## src/design/rast_defines.svh

```systemverilog
// Fixed-point format and geometry counts shared by the rasterizer.
// Included by the package and by any module that sizes a vector from it.
// Coordinates are signed with RAST_RADIX fraction bits.

`ifndef RAST_DEFINES_SVH
`define RAST_DEFINES_SVH

// Bits in one coordinate or color value
`define RAST_SIGFIG 24

// Fraction bits in a coordinate
`define RAST_RADIX 10

// Vertices per triangle
`define RAST_VERTS 3

// Color channels per triangle
`define RAST_COLORS 3

// Width of the one-hot sample interval code
`define RAST_SUBSAMPLE_W 4

`endif

```

## src/design/rast_pkg.sv

```systemverilog
// Types shared across the rasterizer pipeline.
// Modules import this package inside their body and use scoped names in port lists.

`include "rast_defines.svh"

package rast_pkg;

    typedef logic signed [`RAST_SIGFIG-1:0] coord_t;   // Fixed-point position
    typedef logic [`RAST_SIGFIG-1:0] chan_t;           // Unsigned color channel
    typedef logic [`RAST_SUBSAMPLE_W-1:0] subsample_t; // One-hot, 1000 is one pixel

    typedef struct packed {
        coord_t x;
        coord_t y;
        coord_t z;
    } vertex_t;

    typedef struct packed {
        chan_t r;
        chan_t g;
        chan_t b;
    } color_t;

    typedef struct packed {
        vertex_t v0;
        vertex_t v1;
        vertex_t v2;
        color_t  color;
    } triangle_t;

    // Sample grid bounds, inclusive on both ends
    typedef struct packed {
        coord_t x_min;
        coord_t y_min;
        coord_t x_max;
        coord_t y_max;
    } box_t;

    typedef struct packed {
        coord_t screen_x;
        coord_t screen_y;
        coord_t step;      // Sample spacing in fixed point
    } rast_cfg_t;

    typedef struct packed {
        coord_t x;
        coord_t y;
    } sample_t;

    typedef struct packed {
        coord_t x;
        coord_t y;
        coord_t z;
        color_t color;
    } fragment_t;

    typedef enum logic {
        IDLE,
        SCAN
    } iter_state_t;

endpackage

```

## src/design/rast_config.sv

```systemverilog
// Control registers for screen size and sample interval.
// New values are taken only on edges where no triangle is offered or in flight.
// The one-hot sample code becomes a power-of-two fixed-point step.

`timescale 1ns/1ns
`include "rast_defines.svh"

module rast_config (
    input  logic                 clk,
    input  logic                 arst_n,
    input  rast_pkg::sample_t    screen,
    input  rast_pkg::subsample_t subsample,
    input  logic                 valid_tri,
    input  logic                 halt,
    output rast_pkg::rast_cfg_t  cfg
);
    import rast_pkg::*;

    logic   idle;
    logic   sub_onehot;
    coord_t step_next;

    assign idle = !halt && !valid_tri;

    // Exactly one bit set
    assign sub_onehot = (subsample != '0) && ((subsample & (subsample - 1'b1)) == '0);

    // Top bit of the code is a full pixel, each lower bit halves it
    always_comb begin
        step_next = cfg.step;   // Bad code keeps the old step
        if (sub_onehot) begin
            for (int p = 0; p < `RAST_SUBSAMPLE_W; p++) begin
                if (subsample[p]) begin
                    step_next = coord_t'(1) << (`RAST_RADIX - `RAST_SUBSAMPLE_W + 1 + p);
                end
            end
        end
    end

    always_ff @(posedge clk or negedge arst_n) begin
        if (!arst_n) begin
            cfg.screen_x <= '0;
            cfg.screen_y <= '0;
            cfg.step     <= coord_t'(1) << `RAST_RADIX;   // One sample per pixel
        end else if (idle) begin
            cfg.screen_x <= screen.x;
            cfg.screen_y <= screen.y;
            cfg.step     <= step_next;
        end
    end

    // Box and iterator both rely on a steady grid for the whole triangle
    cfg_stable_busy: assert property (@(posedge clk) disable iff (!arst_n)
        halt |=> $stable(cfg))
        else $error("cfg changed while a triangle was in flight");

endmodule

```

## config.mk

```make
export PLATFORM = sky130hd
export DESIGN_NAME = rast_config
export DESIGN_NICKNAME = d
export VERILOG_FILES = /design/src/design/rast_pkg.sv /design/src/design/rast_config.sv
export VERILOG_INCLUDE_DIRS = /design/src /design/src/design
export SDC_FILE = /design/constraint.sdc
export NUM_CORES = 1
export LEC_CHECK = 0
export ABC_AREA = 1
export BUFFER_PORTS_ARGS = -buffer_cell sky130_fd_sc_hd__buf_2
export CAP_MARGIN = 15
export CELL_PAD_IN_SITES_DETAIL_PLACEMENT = 0
export CELL_PAD_IN_SITES_GLOBAL_PLACEMENT = 1
export CORE_MARGIN = 4
export CORE_UTILIZATION = 30
export CTS_CLUSTER_DIAMETER = 120
export DETAILED_ROUTE_END_ITERATION = 10
export GPL_TIMING_DRIVEN = 1
export PLACE_DENSITY = 0.88
export SYNTH_ARGS = -nofsm -noshare
export SYNTH_HDL_FRONTEND = slang
export SYNTH_SLANG_ARGS = --single-unit
```

## constraint.sdc

```tcl
create_clock -name clk -period 0.8 [get_ports clk]
set_input_delay 0.16 -clock clk [delete_from_list [all_inputs] [get_ports clk]]
set_output_delay 0.16 -clock clk [all_outputs]
set_load 0.02 [all_outputs]
```

-- Word-level counts from Yosys, hierarchy flattened
Cells that the tools add are included.
- flip-flop bits (word level): 72
- input port bits: 56
- output and inout bits: 72
- logic and storage cells: 16
- add/sub/neg operators: 1
- multiplexer cells: 4
- bitwise logic cells: 1
- reductions and logical operators: 7
- operators with widths (operator ; number):
    $mux 24 ; 4
    $and 4x4->4 ; 1
    $logic_not 4->1 ; 1
    $reduce_bool 4->1 ; 1
    $sub 4x1->4 const B ; 1
    $reduce_and 3->1 ; 1
    $logic_and 1x1->1 ; 2
    $logic_not 1->1 ; 2

-- Depth between registers and ports, before layout
Gate-level depths: netlist of the first run.
- depth in word-level cells: 5
- mapped depth: 7

-- Least setup slack after synthesis of the first run
Ideal clock, no wire load.
- path type: input port to flip-flop
- from: input port halt
- to: register cfg[39] (netlist name)
- data arrival time: 880 ps
- required time: 675 ps
- path slack: -206 ps
- stages: 4
- buffers on the path: 2
- cells stage by stage: nor2_4 > buf_6 > buf_8 > mux2_4
- longest elaborated chain between the ends: 2
- ends and longest elaborated chain (what ; RTL line ; source):
    from (decl) ; rast_config.sv:14 ; input logic halt,
    $logic_not 1->1 ; rast_config.sv:23 ; assign idle = !halt && !valid_tri;
    $logic_and 1x1->1 ; rast_config.sv:23 ;
    to (decl) ; rast_config.sv:15 ; output rast_pkg::rast_cfg_t cfg
No other way between the ends.
A chain may end at the register's enable or synchronous reset.

-- Worst setup path after layout of the first run
- from: register cfg[10] (netlist name)
- to: output port cfg[10] (netlist name)
No word-level cell between the ends.

==> flow_metrics.env, run 1 <==
export IMPL_drive_gt1_share_pct=65.67
export IMPL_synthDistinctLibCells=15
export IMPL_fin_crit_ns=1.125
export IMPL_hpwl_um=3616
export IMPL_vias=1685
export IMPL_setup_tns_ns=-12.82
export IMPL_required_ns=0.64
export IMPL_post_place_ws_ns=-0.3549
export IMPL_violations="setup timing"
export IMPL_synthTopCellsByArea="dfrtp_1 (56%), mux2_2 (19%), buf_4 (7.6%)"
export IMPL_clock_latency_ns=0.30
export IMPL_end_kind="output pin"
export IMPL_synth_largest_area_cell="dfrtp_1"
export IMPL_p_per_area_nw_per_um2=2028
export IMPL_rsz0062_at_grt="yes"
export IMPL_mostFrequentLayoutCells="buf_6 (63), buf_2 (53), dfrtp_1 (51)"
export IMPL_rrSetupSlack_ns=-0.12
export IMPL_finalCritPeriodShare_pct=140.6
export IMPL_crit_buf_inv=1
export IMPL_hold_slack_ns=0.08603
export IMPL_core_um2=7292
export IMPL_gp_congestion=0.7214
export IMPL_outcome="finished with violations"
export IMPL_io_pins=128
export IMPL_n_antenna_cell=0
export IMPL_path_max_fanout=2
export IMPL_synth_top_area_share_pct=56.48
export IMPL_leakagePower_nw=1.933
export IMPL_synth_seq_cells=52
export IMPL_yosysWarnings=0
export IMPL_grt_pass1_vias=1723
export IMPL_fin_nets=356
export IMPL_p_total_mw=7.729
export IMPL_die_h_um=94.79
export IMPL_rows=31
export IMPL_synth_area_per_cell_um2=14.04
export IMPL_hold_path_class="in -> reg"
export IMPL_worstPathCellList="buf_6"
export IMPL_vias_per_cell=4.223
export IMPL_clkTransAtPathRegs_ns=0.09
export IMPL_synth_cells=161
export IMPL_numCtsBuffers=5
export IMPL_routed_wl_um=6119
export IMPL_max_freq_mhz=889.2
export IMPL_top_regs="cfg: 52 flops"
export IMPL_h_tree_depth=2
export IMPL_cpPeakStageDelay_ns=0.55
export IMPL_final_util_pct=52.26
export IMPL_layout_setup_ws_ns=-0.3246
export IMPL_cts_tree="yes"
export IMPL_area_growth_pct=68.66
export IMPL_route_detailed_drc=0
export IMPL_clock_path_buffers=2
export IMPL_largest_reg_flops=52
export IMPL_grt_max_degree=32
export IMPL_gr_total_overflow=0
export IMPL_finClkSkew_ns=0
export IMPL_final_antenna_net_count=0
export IMPL_grtUsageTotal_pct=12.31
export IMPL_slowest_stage="dfstp_2"
export IMPL_critical_path_class="reg -> out"
export IMPL_grt_pass1_wl_um=8535
export IMPL_final_common_cell="buf_6"
export IMPL_cp_start_kind="flip-flop"
export IMPL_setup_viol=104
export IMPL_cts_root_buf="clkbuf_8"
export IMPL_hold_viol_final=0
export IMPL_drv_slew=0
export IMPL_crit_family="flip-flops"
export IMPL_peakVddDrop_mv=0.7813
export IMPL_dieArea_um2=8985
export IMPL_yosysSeqAreaShare_pct=57.64
export IMPL_port_buffers=107
export IMPL_maxCapViolCount=0
export IMPL_netlist_area_um2=2260
export IMPL_cts_sink_count=52
export IMPL_wire_per_inst_um=15.34
export IMPL_die_w_um=94.79
export IMPL_largest_register="cfg"
export IMPL_nFillCells=622
export IMPL_dr_pass1_iters=4
export IMPL_drtIter0Drc=17
export IMPL_initial_core_util_pct=30.99
export IMPL_cp_arrival_ns=0.96
export IMPL_antenna_found_initial=0
power breakdown:
part / total (mW) / switching, mW / leakage (nW) / internal (mW)
Combinational: 2.94 / 1.21 / 1.28 / 1.73
Sequential: 3.38 / 0.336 / 0.613 / 3.05
Clock: 1.41 / 0.810 / 0.0410 / 0.597
Total: 7.73 / 2.36 / 1.93 / 5.37
what timing repair did:
item | in CTS | in global routing
cloned | 5 | 1
hold buffers | 1 | 0
setup endpoints to repair | 75 | 104
gates resized for setup | 119 | 44
buffers inserted | 9 | 8
endpoints found under the hold margin | 51 | 0
pin swaps | 1 | 2
worst paths after layout:
path | start | end | cells after the start
max in group asynchronous | arst_n | cfg[10] | 3
min reg2reg | cfg[62] | cfg[62] | 1
min in group asynchronous | arst_n | cfg[52] | 3
max | cfg[10] | cfg[10] | 1
max reg2reg | cfg[10] | cfg[10] | 4
min | screen[34] | cfg[58] | 2
metrics by stage:
step                      std cells  instance area (um2)
after floorplan                 180                 2331
after global placement          369                 2902
after detailed placement        369                 2902
after CTS                       390                 3568
after global routing            399                 3811
final                           399                 3811
cell type report:
| type | count | area, um2 | share of cell area [%] |
|---|---|---|---|
| flip-flops and latches | 52 | 1303 | 34.18 |
| well taps | 99 | 123.9 | 3.250 |
| repair buffers | 138 | 1343 | 35.23 |
| multi-input cells | 95 | 934.6 | 24.52 |
| clock inverters | 1 | 5.005 | 0.1313 |
| clock buffers | 6 | 72.57 | 1.904 |
| inverters | 8 | 30.03 | 0.7879 |
cell families (layout without fill, tap and decap cells):
group / Yosys count / in the layout / synth area share (%)
AO/OA/AOI/OAI: 4 / 4 / 1.329
flip-flops: 52 / 52 / 57.64
multiplexers: 48 / 48 / 25.58
AND/OR/NAND/NOR: 23 / 23 / 5.149
other: 1 / 20 / 0.1660
buffers and inverters: 33 / 153 / 10.13
cells in the mapped netlist (all sizes together):
cell type	count
dfrtp	51
nand2	15
conb	1
buf	25
nor3	1
inv	8
nor2	6
nand3	1
mux2	48
dfstp	1
o21bai	4
metal layers:
layer  up-vias  global-route usage [%]  routed length [um]
li1        769                       -                   -
met1       827                   14.12                2398
met2        80                   22.14                3161
met3         9                   3.267                 465
met4         0                   3.966                  94
met5         -                       0                   0
No activity file was read; power rests on OpenSTA's default activity.
==> run 2, diff against run 1 <==
GPL_TIMING_DRIVEN = 0   (was 1)
==> flow_metrics.env, run 2 (synthesis gave the netlist of run 1 again) <==
export IMPL_wire_per_inst_um=13.98
export IMPL_finalCritPeriodShare_pct=139.6
export IMPL_antenna_found_initial=0
export IMPL_regArea_um2=1303
export IMPL_gp_congestion=0.6936
export IMPL_rows=31
export IMPL_fin_crit_ns=1.117
export IMPL_clock_latency_ns=0.29
export IMPL_critical_path_class="reg -> out"
export IMPL_port_buffers=107
export IMPL_setup_viol=101
export IMPL_grt_pass1_wl_um=8169
export IMPL_cts_root_buf="clkbuf_8"
export IMPL_largest_register="cfg"
export IMPL_final_common_cell="buf_6"
export IMPL_leakagePower_nw=1.995
export IMPL_r2r_end="cfg[28]"
export IMPL_gr_total_overflow=0
export IMPL_h_tree_depth=2
export IMPL_rrSetupSlack_ns=-0.13
export IMPL_top_regs="cfg: 52 flops"
export IMPL_io_pins=128
export IMPL_p_per_area_nw_per_um2=2082
export IMPL_outcome="finished with violations"
export IMPL_grt_max_degree=53
export IMPL_clock_path_buffers=2
export IMPL_cpPeakStageDelay_ns=0.55
export IMPL_vias=1710
export IMPL_crit_family="flip-flops"
export IMPL_core_um2=7292
export IMPL_area_growth_pct=71.04
export IMPL_rsz0062_at_grt="yes"
export IMPL_die_w_um=94.79
export IMPL_end_kind="output pin"
export IMPL_route_detailed_drc=0
export IMPL_mostFrequentLayoutCells="buf_6 (61), buf_2 (52), dfrtp_1 (51)"
export IMPL_initial_core_util_pct=30.99
export IMPL_largest_reg_flops=52
export IMPL_drv_slew=0
export IMPL_cp_start_kind="flip-flop"
export IMPL_vias_per_cell=4.130
export IMPL_cts_tree="yes"
export IMPL_maxSlewHeadroom_pct=56.40
export IMPL_p_total_mw=8.048
export IMPL_place_area_um2=2990
export IMPL_layout_setup_ws_ns=-0.3167
export IMPL_max_freq_mhz=895.5
export IMPL_dieArea_um2=8985
export IMPL_dr_pass1_iters=4
export IMPL_slowest_stage="dfstp_2"
export IMPL_hold_viol_final=51
export IMPL_crit_buf_inv=1
export IMPL_startpoint="cfg[10]"
export IMPL_die_h_um=94.79
export IMPL_path_max_fanout=2
export IMPL_numCtsBuffers=5
export IMPL_final_antenna_net_count=0
export IMPL_cts_sink_count=52
export IMPL_violations="hold timing, setup timing"
export IMPL_r2r_cells=2
export IMPL_fin_area_um2=3865
export IMPL_grt_pass1_vias=1696
export IMPL_post_place_ws_ns=-0.4269
export IMPL_r2r_start="cfg[28]"
export IMPL_required_ns=0.64
export IMPL_grtUsageTotal_pct=11.62
export IMPL_cp_arrival_ns=0.96
export IMPL_multiInputGateArea_um2=927.1
export IMPL_crit_end="cfg[10]"
export IMPL_maxCapViolCount=0
export IMPL_drive_gt1_share_pct=67.62
export IMPL_hold_path_class="in -> async"
export IMPL_nFillCells=616
export IMPL_routed_wl_um=5789
export IMPL_peakVddDrop_mv=1.040
export IMPL_cp_num_cells=1
export IMPL_hpwl_um=3682
export IMPL_finClkSkew_ns=0
export IMPL_worstPathCellList="buf_6"
export IMPL_fin_nets=370
export IMPL_n_antenna_cell=0
export IMPL_drtIter0Drc=14
export IMPL_hold_slack_ns=-0.1145
export IMPL_worst_slew_pin_slew_ns=0.6541
export IMPL_clkTransAtPathRegs_ns=0.10
==> run 2: cell types whose count changed in the layout (fill, tap and decap cells not counted), moves of 2 or more <==
| cell | change |
|---|---|
| buf_12 | -5 |
| buf_16 | -4 |
| mux2_4 | -2 |
| mux2_2 | +2 |
| clkbuf_16 | +2 |
| buf_4 | +20 |
| buf_8 | +5 |
| buf_6 | -2 |
==> run 2: worst min path at each step <==
| stage | startpoint | to | slack [ns] | cells after the start |
|---|---|---|---|---|
| floorplan | arst_n | cfg[24] | -0.14 | 0 |
| global placement | screen[16] | cfg[40] | 0.39 | 2 |
| detailed placement | screen[20] | cfg[44] | 0.40 | 2 |
| CTS | arst_n | cfg[31] | -0.10 | 1 |
| global route | arst_n | cfg[35] | -0.08 | 1 |
| finish | arst_n | cfg[30] | -0.11 | 1 |
==> run 2: metal layers <==
metal  wire [um]  global-route usage (%)  part of all wire [%]
met1        2264                   13.67                    39
met2        2991                   20.08                    52
met3         478                   3.267                   8.3
met4          55                   4.327                  0.95
met5           0                       0                     0
==> run 2: worst register-to-register path: stages, from the launching register on <==
cell     delay (ns)
dfrtp_1        0.43
buf_6          0.13
mux2_4         0.26
==> run 2: metrics by stage <==
step	setup TNS, ns	cells	hold WS [ns]	util (%)
4_1_cts	-12.14	405	-0.1047	49.02
3_3_place_gp	-35.60	386	0.3917	41.01
3_5_place_dp	-37.60	386	0.3960	41.01
6_report	-12.57	414	-0.1145	53.00
5_1_grt	-15.23	414	-0.07626	53.00
2_1_floorplan	-5.991	180	-0.1356	-
==> run 2: area by class of cell <==
| type | count | share of cell area [%] |
|---|---|---|
| Multi-Input combinational cell | 95 | 23.99 |
| Clock buffer | 5 | 1.781 |
| Buffer | 24 | 5.439 |
| Timing Repair Buffer | 128 | 30.01 |
| Inverter | 8 | 0.7769 |
| Clock inverter | 3 | 1.101 |
| Tap cell | 99 | 3.205 |
| Sequential cell | 52 | 33.70 |
==> run 2: report_power, final <==
group          internal (mW)  switching [mW]
registers               3.05           0.324
clock network          0.927           0.865
logic                   1.70            1.19
==> run 2: what timing repair did <==
action | CTS | global route
pin swaps | 1 | 3
gates cloned | 1 | 3
gates resized for setup | 113 | 49
buffers inserted | 10 | 7
endpoints found under the setup margin | 114 | 101
endpoints found under the hold margin | 51 | 51
