$ cat config.mk
export PLATFORM = sky130hd
export DESIGN_NAME = rast_iterator
export DESIGN_NICKNAME = d
export VERILOG_FILES = /design/src/design/rast_pkg.sv /design/src/design/rast_iterator.sv
export VERILOG_INCLUDE_DIRS = /design/src /design/src/design
export SDC_FILE = /design/constraint.sdc
export NUM_CORES = 1
export LEC_CHECK = 0
export ABC_AREA = 1
export ABC_CLOCK_PERIOD_IN_PS = 36600
export BUFFER_PORTS_ARGS = -buffer_cell sky130_fd_sc_hd__buf_2
export CORE_AREA = 3 3 312 314
export CTS_BUF_LIST = sky130_fd_sc_hd__clkbuf_16
export DETAILED_ROUTE_END_ITERATION = 10
export DIE_AREA = 0 0 315 317
export HOLD_SLACK_MARGIN = 0.08
export PLACE_DENSITY = 0.39
export SLEW_MARGIN = 10
export SYNTH_ARGS = -nofsm -noshare
export SYNTH_HDL_FRONTEND = slang
export SYNTH_SLANG_ARGS = --single-unit
$ cat constraint.sdc
create_clock -name clk -period 36.6 [get_ports clk]
set_clock_uncertainty 0.15 [all_clocks]
set_input_delay 3.66 -clock clk [delete_from_list [all_inputs] [get_ports clk]]
set_output_delay 3.66 -clock clk [all_outputs]
set_load 0.01 [all_outputs]
$ cat src/design/rast_defines.svh
// Fixed-point format and geometry counts shared by the rasterizer.
// Included by the package and by any module that sizes a vector from it.
// Coordinates are signed with RAST_RADIX fraction bits.

`ifndef RAST_DEFINES_SVH
`define RAST_DEFINES_SVH

// Bits in one coordinate or color value
`define RAST_SIGFIG 24

// Fraction bits in a coordinate
`define RAST_RADIX 10

// Vertices per triangle
`define RAST_VERTS 3

// Color channels per triangle
`define RAST_COLORS 3

// Width of the one-hot sample interval code
`define RAST_SUBSAMPLE_W 4

`endif

$ cat src/design/rast_pkg.sv
// Types shared across the rasterizer pipeline.
// Modules import this package inside their body and use scoped names in port lists.

`include "rast_defines.svh"

package rast_pkg;

    typedef logic signed [`RAST_SIGFIG-1:0] coord_t;   // Fixed-point position
    typedef logic [`RAST_SIGFIG-1:0] chan_t;           // Unsigned color channel
    typedef logic [`RAST_SUBSAMPLE_W-1:0] subsample_t; // One-hot, 1000 is one pixel

    typedef struct packed {
        coord_t x;
        coord_t y;
        coord_t z;
    } vertex_t;

    typedef struct packed {
        chan_t r;
        chan_t g;
        chan_t b;
    } color_t;

    typedef struct packed {
        vertex_t v0;
        vertex_t v1;
        vertex_t v2;
        color_t  color;
    } triangle_t;

    // Sample grid bounds, inclusive on both ends
    typedef struct packed {
        coord_t x_min;
        coord_t y_min;
        coord_t x_max;
        coord_t y_max;
    } box_t;

    typedef struct packed {
        coord_t screen_x;
        coord_t screen_y;
        coord_t step;      // Sample spacing in fixed point
    } rast_cfg_t;

    typedef struct packed {
        coord_t x;
        coord_t y;
    } sample_t;

    typedef struct packed {
        coord_t x;
        coord_t y;
        coord_t z;
        color_t color;
    } fragment_t;

    typedef enum logic {
        IDLE,
        SCAN
    } iter_state_t;

endpackage

$ cat src/design/rast_iterator.sv
// Sample iterator of the rasterizer.
// Loads a box on the box_valid cycle and walks it in row-major order,
// one sample per clock, x fastest. halt holds the triangle source off from
// the box_valid cycle through the cycle of the last sample.

`timescale 1ns/1ns

module rast_iterator (
    input  logic                clk,
    input  logic                arst_n,
    input  rast_pkg::box_t      box,
    input  rast_pkg::triangle_t tri_in,
    input  logic                box_valid,
    input  rast_pkg::rast_cfg_t cfg,
    output logic                halt,
    output rast_pkg::sample_t   sample,
    output rast_pkg::triangle_t tri_out,
    output logic                sample_valid
);
    import rast_pkg::*;

    iter_state_t state;
    box_t        box_r;     // Box of the triangle being scanned
    logic        row_end;
    logic        last;

    assign halt = box_valid || (state == SCAN);

    assign row_end = (sample.x >= box_r.x_max);
    assign last    = row_end && (sample.y >= box_r.y_max);

    always_ff @(posedge clk or negedge arst_n) begin
        if (!arst_n) begin
            state        <= IDLE;
            sample_valid <= 1'b0;
        end else begin
            case (state)
                IDLE: begin
                    if (box_valid) begin
                        state        <= SCAN;
                        sample_valid <= 1'b1;
                    end
                end
                SCAN: begin
                    if (last) begin   // Final sample is on the output now
                        state        <= IDLE;
                        sample_valid <= 1'b0;
                    end
                end
                default: begin
                    state        <= IDLE;
                    sample_valid <= 1'b0;
                end
            endcase
        end
    end

    // Position and triangle registers
    always_ff @(posedge clk) begin
        if ((state == IDLE) && box_valid) begin
            box_r    <= box;
            tri_out  <= tri_in;
            sample.x <= box.x_min;   // Start at the top-left grid point
            sample.y <= box.y_min;
        end else if ((state == SCAN) && !last) begin
            if (row_end) begin
                sample.x <= box_r.x_min;
                sample.y <= sample.y + cfg.step;
            end else begin
                sample.x <= sample.x + cfg.step;
            end
        end
    end

    // Guards the state and valid registers from drifting apart
    no_sample_idle: assert property (@(posedge clk) disable iff (!arst_n)
        (state == IDLE) |-> !sample_valid)
        else $error("sample_valid high while iterator idle");

endmodule

Word-level counts from Yosys, hierarchy flattened
Cells that the tools add are included.
{ "totals": {"regBits": 410, "latch_bits": 0, "ramBits": 0, "mem_bits_ro": 0, "input_bits": 459, "wordCells": 45, "mem_count": 0} }
{ "classes": {"addsub": 2, "multipliers": 0, "div_mod_pow": 0, "n_lt_le_gt_ge": 2, "eq_ne": 2, "n_shift": 0, "muxes": 10, "bitwise_logic": 1, "reduce_logical": 9} }
{ "op_table": {"columns": ["operator", "count"], "rows": [
  ["48-bit 2-to-1 mux", 2],
  ["24-bit adder", 2],
  ["24-bit >= comparator", 2],
  ["24-bit 2-to-1 mux", 2],
  ["1-bit 2-to-1 mux", 4],
  ["1-bit one-hot mux with 2 select lines", 2],
  ["2-bit AND reduction", 2],
  ["2-bit nonzero test", 2],
  ["1-bit logical AND", 3],
  ["2-bit by 1-bit inequality test with 1-bit output, second input constant", 1],
  ["2-bit inequality test, second input constant", 1],
  ["1-bit logical NOT", 1],
  ["1-bit logical OR", 1],
  ["1-bit NOT", 1]
]} }

Logic depth before layout (Yosys ltp)
Gate-level depths: netlist of run 1.
{ "logic_depth": {"depth_word": 6, "mapped_depth": 17, "ltp_nobuf": 16} }

Worst setup path before layout of run 1
No wires, ideal clock.
{ "synth_path": {"path_type": "input to register", "startpoint": "input port box_valid", "endpoint": "register box_r[0] (netlist bit) (enable)", "arrival_ps": 14005, "required_ps": 35585, "path_slack_ps": 21580, "path_stages": 4, "path_buffers": 2, "cell_sequence": "inv_1 nor2_1 clkbuf_1 clkbuf_1"} }
{ "synth_between": {"elab_chain_len": 1} }
{ "synth_lines": {"columns": ["element", "line", "text"], "rows": [
  ["start: declaration", "rast_iterator.sv:13", "input logic box_valid,"],
  ["1-bit logical AND", "rast_iterator.sv:60", "if ((state == IDLE) && box_valid) begin"],
  ["end signal: assignment", "rast_iterator.sv:61", "box_r <= box;"],
  ["end: declaration", "rast_iterator.sv:23", "box_t box_r;"]
]} }
No other way between the ends.
A chain may end at the register's enable or synchronous reset.

Worst setup path after layout of run 1
{ "layout_path": {"startpoint": "input port box_valid", "endpoint": "output port halt"} }
{ "layout_between": {"elab_chain_len": 1} }
{ "layout_lines": {"columns": ["element", "line", "text"], "rows": [
  ["1-bit logical OR", "rast_iterator.sv:27", "assign halt = box_valid || (state == SCAN);"],
  ["end: declaration", "rast_iterator.sv:15", "output logic halt,"]
]} }
No other way between the ends.

==> flow_summary.yaml, run 1 <==
cells_and_area:
  instances_no_fill: 3593
  layout-drive-gt1-share_pct: 36.90
  post-route-cell-area_um2: 24880
  area_growth_pct: 40.51
  nets: 2814
clock_tree:
  cts-root-buf: "clkbuf_16"
  h-tree-depth: 2
  ctsLongestPathBuffers: 3
  postCtsSetupBuffers: 0
  cts_made_buffers: 54
  cts_tree: "yes"
  insertion_delay_ps: 640
  cts.sink_count: 410
  cts.clk_slew.worst_paths_ps: 60
  cts_resized: 0
  hold_buffers: 0
die:
  core_area_um2: 94870
  die-width_um: 315
  io-pin-count: 797
  die_h_um: 317
  start_util_pct: 18.67
  fp.dieArea_um2: 99860
  rows: 113
critical_path:
  crit_path_end_kind: "primary output"
  path_class: "input port to primary output"
  cp_max_fo: 2
  crit_required_ps: 32790
  critPathLaunchType: "input port"
  worstPathArrival_ps: 4070
  r2r_setup_slack_ps: 31970
global_routing:
  antenna_found_initial: 76
  grt-ovfl-total: 0
  first_global_vias: 14710
  grt_max_degree: 157
  track_usage_pct: 16.88
  grt_pass1_wl_mm: 115.1
synthesis:
  synth_commonest_cells: "edfxtp_1 (408), nand2_1 (406), inv_1 (199)"
  synthCells: 1466
  synth_cell_types: 35
  synth_edf_count: 408
  synth_area_leader_cell: "edfxtp_1"
  synthFlopType: "edfxtp_1"
  netlist_area_um2: 17710
  netlist.area_leader.share_pct: 69.18
  seq_area_frac_synth_pct: 69.46
  yosys_warnings: 0
  synth_area_per_cell_um2: 12.08
  synthArstFlopShare_pct: 0.4878
  synth_most_common_cell: "edfxtp_1"
  synthTopCellsByArea: "edfxtp_1 (69%), nand2_1 (8.6%), ha_1 (6.6%)"
  synth_fp_nets: 2021
  ys_seq_elements: 410
detailed_routing:
  drtAntennaViolNets: 0
  drcViolationCount: 0
  dr_total_vias: 14320
  wl_per_cell_um: 24.36
  drt-vias-per-instance: 3.986
  drt-total-wl_mm: 87.52
  drt_iter0_drc: 906
  drt_first_pass_iters: 5
sta:
  clock.fmax_mhz: 126.9
  layout_min_cycle_time_ps: 7880
  hold_violations: 0
  relSlewSlack_pct: 32.07
  tightest_slew_ps: 1019
  tns_ps: 0
  setup_viol: 0
  rsz0062_at_grt: "no"
  maxSlewViolCount: 0
  period_share_pct: 21.53
power_and_ir_drop:
  leakage_nw: 11.10
  peakVddDrop_mv: 0.03682
  power_density_nw_per_um2: 78.36
  finalPower_mw: 1.950
place:
  place_congestion: 0.8604
  dp_cells: 3468
  port_buffers: 748
  dpl.hpwl_mm: 73.78
  dpl_cell_area_um2: 23020
run_status:
  status: "finished clean"
run:
  cap_violations: 0
min_path:
  hp-class: "flip-flop to flip-flop"
## routing by layer
metal,up-vias,GRT usage [%],wire (um)
met5,-,0,445
met4,66,6.530,3411
met3,179,8.250,9250
met2,602,28.35,41930
met1,6793,18.28,32480
li1,6681,-,-
## metrics by stage
stage | setup slack, ps | utilization, % | hold WS (ps)
2_1_floorplan | 21580 | - | 418.0
3_3_place_gp | 28720 | 24.27 | 395.1
3_5_place_dp | 28710 | 24.27 | 395.7
4_1_cts | 28710 | 26.16 | 405.3
5_1_grt | 28680 | 26.17 | 462.9
6_report | 28720 | 26.23 | 428.7
## state kept, by name (all words and copies together) (netlist names)
name          flops
sample           48
tri_out         288
box_r            72
sample_valid      1
state             1
## area by class of cell
class,instances,area (um2)
Antenna cell,27,67.56
Clock buffer,54,1351
Clock inverter,44,440.4
Fill cell,10210,69990
Inverter,200,750.7
Multi-Input combinational cell,838,4581
Sequential cell,410,12300
Tap cell,1265,1583
Timing Repair Buffer,755,3809
## final timing paths
check / from / to / cells after the start
max: box_valid / halt / 4
min: sample_valid / sample_valid / 3
max reg2reg: sample[39] / sample[1] / 10
min reg2reg: sample_valid / sample_valid / 3
max in group asynchronous: arst_n / sample_valid / 1
min in group asynchronous: arst_n / state / 1
## worst max-delay path, cell delays in order
cell and delay (ps):
buf_2 120, nor2_1 90, inv_1 70, buf_2 140
## cells in the final DEF, fill, tap and decap left out, types with 15 or more instances in the layout
cell,instances
clkbuf_16,54
diode_2,27
edfxtp_1,408
nand3_1,69
nand2_1,406
o21ai_0,27
inv_1,212
ha_1,94
nor2_1,71
xnor2_1,15
buf_2,748
nand4_1,39
a21oi_1,58
## power by group
part | switching (mW) | leakage, nW | internal [mW] | total, mW
sequential | 0.0636 | 3.80 | 0.648 | 0.711
clock | 0.221 | 0.909 | 0.318 | 0.539
combinational | 0.467 | 6.40 | 0.233 | 0.699
total | 0.752 | 11.1 | 1.20 | 1.95
## cell families (layout without fill, tap and decap cells)
family	count (synthesis)	count (layout)	synth area share, %
flip-flops	410	410	69.46
AO/OA/AOI/OAI	103	103	3.116
buffers and inverters	218	1053	4.734
adder cells (fa/ha/maj)	96	96	6.867
AND/OR/NAND/NOR	621	621	14.93
other	0	27	0
XOR/XNOR	18	18	0.8903
Note: power is estimated with default switching activity, not from simulation.
==> run 2: changes to the inputs <==
--- a/config.mk
+++ b/config.mk
@@ -7,14 +7,14 @@
 export NUM_CORES = 1
 export LEC_CHECK = 0
 export ABC_AREA = 1
-export ABC_CLOCK_PERIOD_IN_PS = 36600
+export ABC_CLOCK_PERIOD_IN_PS = 7800
 export BUFFER_PORTS_ARGS = -buffer_cell sky130_fd_sc_hd__buf_2
-export CORE_AREA = 3 3 312 314
+export CORE_AREA = 3 3 313 315
 export CTS_BUF_LIST = sky130_fd_sc_hd__clkbuf_16
 export DETAILED_ROUTE_END_ITERATION = 10
-export DIE_AREA = 0 0 315 317
+export DIE_AREA = 0 0 316 318
 export HOLD_SLACK_MARGIN = 0.08
-export PLACE_DENSITY = 0.39
+export PLACE_DENSITY = 0.38
 export SLEW_MARGIN = 10
 export SYNTH_ARGS = -nofsm -noshare
 export SYNTH_HDL_FRONTEND = slang
==> constraint.sdc (replaced) <==
create_clock -name clk -period 7.8 [get_ports clk]
set_clock_uncertainty 0.15 [all_clocks]
set_input_delay 0.78 -clock clk [delete_from_list [all_inputs] [get_ports clk]]
set_output_delay 0.78 -clock clk [all_outputs]
set_load 0.01 [all_outputs]
==> flow_summary.yaml, run 2 (synthesis gave the netlist of run 1 again) <==
detailed_routing:
  wl_per_cell_um: 23.38
  dr_total_vias: 14580
  drtAntennaViolNets: 0
  drt_first_pass_iters: 5
  drt_iter0_drc: 644
  drt-vias-per-instance: 3.946
  drt-total-wl_mm: 86.37
  drcViolationCount: 0
power_and_ir_drop:
  power_density_nw_per_um2: 352.5
  leakage_nw: 11.53
  peakVddDrop_mv: 0.1712
  p_seq_share_pct: 36.1
  clkPwrFrac_pct: 27.3
  internal_power_mw: 5.601
  combinationalPowerShare_pct: 36.6
  p_sw_mw: 3.534
  finalPower_mw: 9.135
  p_sw_share_pct: 38.68
cells_and_area:
  layout-drive-gt1-share_pct: 35.46
  area_growth_pct: 46.34
  nets: 2921
  multi_input_area_um2: 4582
  largest_reg_flops: 288
  final_common_cell: "buf_2"
  n_fill_cell: 10160
  final_cell_mix: "buf_2 (748), edfxtp_1 (408), nand2_1 (406), inv_1 (208), dlygate4sd3_1 (106)"
  register_area_um2: 12300
  regMostFlops: "tri_out"
  reg.largest.list: "tri_out: 288 flops, box_r: 72 flops, sample: 48 flops"
sta:
  period_share_pct: 53.40
  maxSlewViolCount: 0
  clock.fmax_mhz: 240.1
  tns_ps: 0
  hold_violations: 0
  tightest_slew_ps: 1029
  setup_viol: 0
  relSlewSlack_pct: 31.42
  rsz0062_at_grt: "no"
  layout_min_cycle_time_ps: 4165
critical_path:
  worstPathArrival_ps: 4270
  path_cells: "ha_1 -> nand2_1 -> nor2_1 -> nand3_1 -> nor2_2 -> nand2_2 -> nand4_4 -> nand3_4 -> nand3_1 -> and2_2"
  r2r_end: "sample[24]"
  r2r_start: "sample[47]"
  crit_required_ps: 7900
  path_class: "flip-flop to flip-flop"
  cp_slowest_stage_delay_ps: 660
  cp_max_fo: 26
  worstRegToRegCells: 10
  r2r_setup_slack_ps: 3630
  critPathLaunchType: "flip-flop"
  crit_path_end_kind: "flip-flop"
  crit_slowest_cell: "and2_2"
  path_common_cell: "nand3_1"
clock_tree:
  h-tree-depth: 2
  ctsLongestPathBuffers: 3
  cts.clk_slew.worst_paths_ps: 60
  cts_made_buffers: 54
  cts_tree: "yes"
  cts-root-buf: "clkbuf_16"
  insertion_delay_ps: 660
  cts.sink_count: 410
  postCtsSetupBuffers: 0
die:
  fp.dieArea_um2: 100500
  core_area_um2: 95150
  die-width_um: 316
  die_h_um: 318
  start_util_pct: 18.61
  rows: 113
  io-pin-count: 797
place:
  dpl.hpwl_mm: 72.38
  place_congestion: 0.8504
  port_buffers: 748
min_path:
  min_from: "tri_in[217]"
  whs_path_depth: 1
  hp-class: "input port to flip-flop"
  min_delay_worst_endpoint: "tri_out[217]"
run_status:
  status: "finished clean"
global_routing:
  grt_max_degree: 142
  track_usage_pct: 16.77
  antenna_found_initial: 69
  grt_pass1_wl_mm: 117.7
  grt-ovfl-total: 0
  first_global_vias: 15290
run:
  cap_violations: 0
==> run 2: stage by stage <==
step / util [%] / hold slack, ps / cell area, um2 / instances / worst slack [ps]
detailed placement: 24.21 / 389.0 / 23030 / 3469 / 3388
CTS: 27.19 / 80.17 / 25870 / 3676 / 3395
finish: 27.24 / 145.5 / 25920 / 3694 / 3635
global placement: 24.21 / 404.2 / 23030 / 3469 / 3413
global route: 27.20 / 95.93 / 25890 / 3682 / 3330
floorplan: - / 334.4 / 17710 / 1466 / 1225
==> run 2: power by group through the flow <==
stage	sequential, mW	clock, mW	combinational (mW)
3_3_place_gp	3.35	0	3.36
3_5_place_dp	3.37	0	3.37
5_1_grt	3.35	2.69	3.78
4_1_cts	3.32	2.61	3.43
2_1_floorplan	3.48	0	1.90
6_report	3.30	2.49	3.34
==> run 2: worst max-delay path by stage <==
| stage | to | startpoint | slack (ps) | cells past startpoint |
|---|---|---|---|---|
| after global routing | sample[24] | sample[47] | 3330 | 10 |
| after detailed placement | sample[33] | sample[47] | 3390 | 10 |
| after floorplan | box_r[0] | box_valid | 1220 | 4 |
| after global placement | sample[33] | sample[47] | 3410 | 10 |
| final | sample[24] | sample[47] | 3630 | 10 |
| after CTS | sample[30] | sample[47] | 3390 | 10 |
==> run 2: critical path, delay by kind of cell (launching register included) <==
kind          cells  cell delay [ps]
fa+ha+maj         1              430
simple gates      9             2660
flops             1              460
==> run 2: cell type report <==
class                      count  area share, %
sequential                   410          47.47
antenna                       18         0.1738
clock buffer                  54          5.214
multi-input combinational    838          17.68
clock inverter                47          1.641
inverter                     200          2.897
tap                         1265          6.107
timing repair buffer         862          18.82
==> run 2: routing by layer <==
layer / track usage, % / vias to the layer above / share of wire (%)
met5: 0 / - / 0.51
met4: 4.034 / 64 / 2.4
met3: 7.287 / 178 / 10
met2: 29.62 / 562 / 50
met1: 18.37 / 6890 / 37
li1: - / 6883 / -
==> run 2: what timing repair did <==
| item | in CTS | in global routing |
|---|---|---|
| hold buffers | 106 | 0 |
| gates resized for setup | 0 | 0 |
| endpoints found under the hold margin | 107 | 0 |
| endpoints found under the setup margin | 0 | 0 |
==> run 3: changes to the inputs <==
--- a/config.mk
+++ b/config.mk
@@ -6,13 +6,13 @@
 export SDC_FILE = /design/constraint.sdc
 export NUM_CORES = 1
 export LEC_CHECK = 0
-export ABC_AREA = 1
-export ABC_CLOCK_PERIOD_IN_PS = 7800
+export ABC_AREA = 0
+export ABC_CLOCK_PERIOD_IN_PS = 4000
 export BUFFER_PORTS_ARGS = -buffer_cell sky130_fd_sc_hd__buf_2
-export CORE_AREA = 3 3 313 315
+export CORE_AREA = 3 3 308 310
 export CTS_BUF_LIST = sky130_fd_sc_hd__clkbuf_16
 export DETAILED_ROUTE_END_ITERATION = 10
-export DIE_AREA = 0 0 316 318
+export DIE_AREA = 0 0 311 313
 export HOLD_SLACK_MARGIN = 0.08
 export PLACE_DENSITY = 0.38
 export SLEW_MARGIN = 10
==> constraint.sdc (replaced) <==
create_clock -name clk -period 4 [get_ports clk]
set_clock_uncertainty 0.15 [all_clocks]
set_input_delay 0.4 -clock clk [delete_from_list [all_inputs] [get_ports clk]]
set_output_delay 0.4 -clock clk [all_outputs]
set_load 0.01 [all_outputs]
==> flow_summary.yaml, run 3 <==
run_status:
  status: "finished clean"
die:
  core_area_um2: 91940
  fp.dieArea_um2: 97340
  rows: 111
  die_h_um: 313
  io-pin-count: 797
  die-width_um: 311
  start_util_pct: 17.92
global_routing:
  grt_max_degree: 112
  antenna_found_initial: 49
  first_global_vias: 14760
  grt-ovfl-total: 0
  track_usage_pct: 16.45
  grt_pass1_wl_mm: 113.3
synthesis:
  synth_area_per_cell_um2: 16.11
  netlist_area_um2: 16480
  synthAdderAreaFrac_pct: 7.380
  netlist.area_leader.share_pct: 74.35
  synth_most_common_cell: "edfxtp_1"
  ys_seq_elements: 410
  synth_commonest_cells: "edfxtp_1 (408), ha_1 (94), a21oi_1 (70)"
  synth_compound_area_share_pct: 8.049
  synthTopCellsByArea: "edfxtp_1 (74%), ha_1 (7.1%), a21oi_1 (2.1%)"
  yosys_warnings: 0
  synthMuxAreaShare_pct: 0.9112
  synthXorXnorAreaFrac_pct: 2.073
  synthFlopType: "edfxtp_1"
  synthArstFlopShare_pct: 0.4878
  synth_cell_types: 58
  yosys.area_share.simple_pct: 5.057
  seq_area_frac_synth_pct: 74.65
  synth_fp_nets: 1578
  synthCells: 1023
  synth_edf_count: 408
  synth_top_family_by_area: "compound AO/OA/AOI/OAI gates"
  synth_area_leader_cell: "edfxtp_1"
clock_tree:
  cts.clk_slew.worst_paths_ps: 60
  insertion_delay_ps: 620
  cts.sink_count: 410
  cts-root-buf: "clkbuf_16"
  h-tree-depth: 2
  postCtsSetupBuffers: 0
  cts_tree: "yes"
  ctsLongestPathBuffers: 3
  cts_made_buffers: 53
run:
  cap_violations: 0
detailed_routing:
  drtAntennaViolNets: 0
  drt_first_pass_iters: 7
  dr_total_vias: 13690
  drt-vias-per-instance: 3.893
  drt-total-wl_mm: 82.42
  drcViolationCount: 0
  wl_per_cell_um: 23.44
  drt_iter0_drc: 860
cells_and_area:
  layout-drive-gt1-share_pct: 37.82
  regMostFlops: "tri_out"
  largest_reg_flops: 288
  nets: 2773
  instances_no_fill: 3516
  fin_util_pct: 29.98
  reg.largest.list: "tri_out: 288 flops, box_r: 72 flops, sample: 48 flops"
  n_fill_cell: 9539
  final_cell_mix: "buf_2 (748), edfxtp_1 (408), dlygate4sd3_1 (387), ha_1 (94), a21oi_1 (70)"
  area_growth_pct: 67.25
  final_common_cell: "buf_2"
  post-route-cell-area_um2: 27560
critical_path:
  cp_num_buf_inv: 0
  worstPathArrival_ps: 3790
  crit_required_ps: 4200
  path_class: "flip-flop to flip-flop"
  crit_family: "compound AO/OA/AOI/OAI gates"
  path_common_cell: "a21oi_1"
  crit_slowest_cell: "a2111oi_1"
  critPathLaunchType: "flip-flop"
  path_cells: "ha_1 -> fa_1 -> a21oi_1 -> nor3b_1 -> o211ai_1 -> a21oi_1 -> a2111oi_1 -> nor2_1 -> a2111oi_0 -> a211oi_1"
  cp_max_fo: 3
  crit_path_end_kind: "flip-flop"
  cp_slowest_stage_delay_ps: 560
power_and_ir_drop:
  finalPower_mw: 17.68
  peakVddDrop_mv: 0.3715
  power_density_nw_per_um2: 641.6
  leakage_nw: 11.46
place:
  dp_cells: 3019
  place_congestion: 0.8853
  dpl_cell_area_um2: 21930
  port_buffers: 748
  dpl.hpwl_mm: 68.58
sta:
  rsz0062_at_grt: "no"
  clock.fmax_mhz: 278.9
  tightest_slew_ps: 853.3
  period_share_pct: 89.63
  layout_min_cycle_time_ps: 3585
  relSlewSlack_pct: 41.64
  maxSlewViolCount: 0
  setup_viol: 0
  hold_violations: 0
  tns_ps: 0
min_path:
  hp-class: "input port to flip-flop"
[run 3: changes by cell type after synthesis, moves of 7 or more]
| cell | delta |
|---|---|
| nand2b_1 | +7 |
| nand2_1 | -347 |
| nand3_1 | -56 |
| o21ai_0 | +18 |
| a21oi_1 | +12 |
| xor2_1 | +10 |
| mux2i_1 | +15 |
| inv_1 | -137 |
| nand3b_1 | -8 |
| nand4_1 | -28 |
| xnor2_1 | +11 |
| a21o_1 | +18 |
| nor2_1 | -25 |
| a211oi_1 | +11 |
[run 3: cells by family after synthesis]
logic type	Yosys count
AOI/OAI and AO/OA	210
buffers and inverters	77
adders and majority gates	96
xor gates and xnor gates	39
and+or+nand+nor	176
DFF	410
muxes	15
[run 3: layout make-up]
| type | instances | area [um2] | area share (%) |
|---|---|---|---|
| antenna | 12 | 30.03 | 0.1090 |
| multi-input combinational | 536 | 3886 | 14.10 |
| tap | 1243 | 1555 | 5.643 |
| clock buffer | 53 | 1326 | 4.812 |
| sequential | 410 | 12300 | 44.64 |
| inverter | 62 | 240.2 | 0.8717 |
| timing repair buffer | 1155 | 7830 | 28.41 |
| clock inverter | 45 | 390.4 | 1.416 |
[run 3: metal layers]
metal  up-vias  GRT usage [%]  routed length (um)
li1       6353              -                   -
met1      6638          19.78               33640
met2       538          27.79               39490
met3       124          6.288                7289
met4        34          3.892                1784
met5         -              0                 207
[run 3: power by group]
group	internal [mW]	switching (mW)	leakage, nW	total (mW)
clock network	2.80	1.98	0.860	4.78
registers	6.01	0.519	3.82	6.53
logic	2.56	3.81	6.78	6.37
[run 3: repair_timing]
action | 4_1_cts | 5_1_grt
resized for setup | 1 | 0
setup endpoints to repair | 24 | 0
hold buffers | 387 | 0
hold endpoints to repair | 410 | 0
[run 3: path summary, 6_finish.rpt]
path | slack, ps | end | cells past startpoint | from
worst max-delay path | 410 | sample[22] | 10 | sample[0]
worst min-delay path | 160 | sample[24] | 4 | cfg[0]
worst max register to register | 410 | sample[22] | 10 | sample[0]
worst min register to register | 400 | sample_valid | 1 | state
max in group asynchronous | 3010 | state | 3 | arst_n
min in group asynchronous | 560 | sample_valid | 3 | arst_n
[run 3: worst register-to-register path, stage by stage, from the launching register on]
cell and delay [ps]:
edfxtp_1 420, ha_1 250, fa_1 420, a21oi_1 270, nor3b_1 130, o211ai_1 240, a21oi_1 200, a2111oi_1 560
nor2_1 180, a2111oi_0 410, a211oi_1 90
[run 3: metrics by stage]
stage	worst slack, ps	hold slack, ps
after global placement	-30.26	39.17
after detailed placement	-31.23	41.37
after CTS	229.5	93.79
final	415.0	158.8
after global routing	98.72	172.5
after floorplan	202.7	-45.59
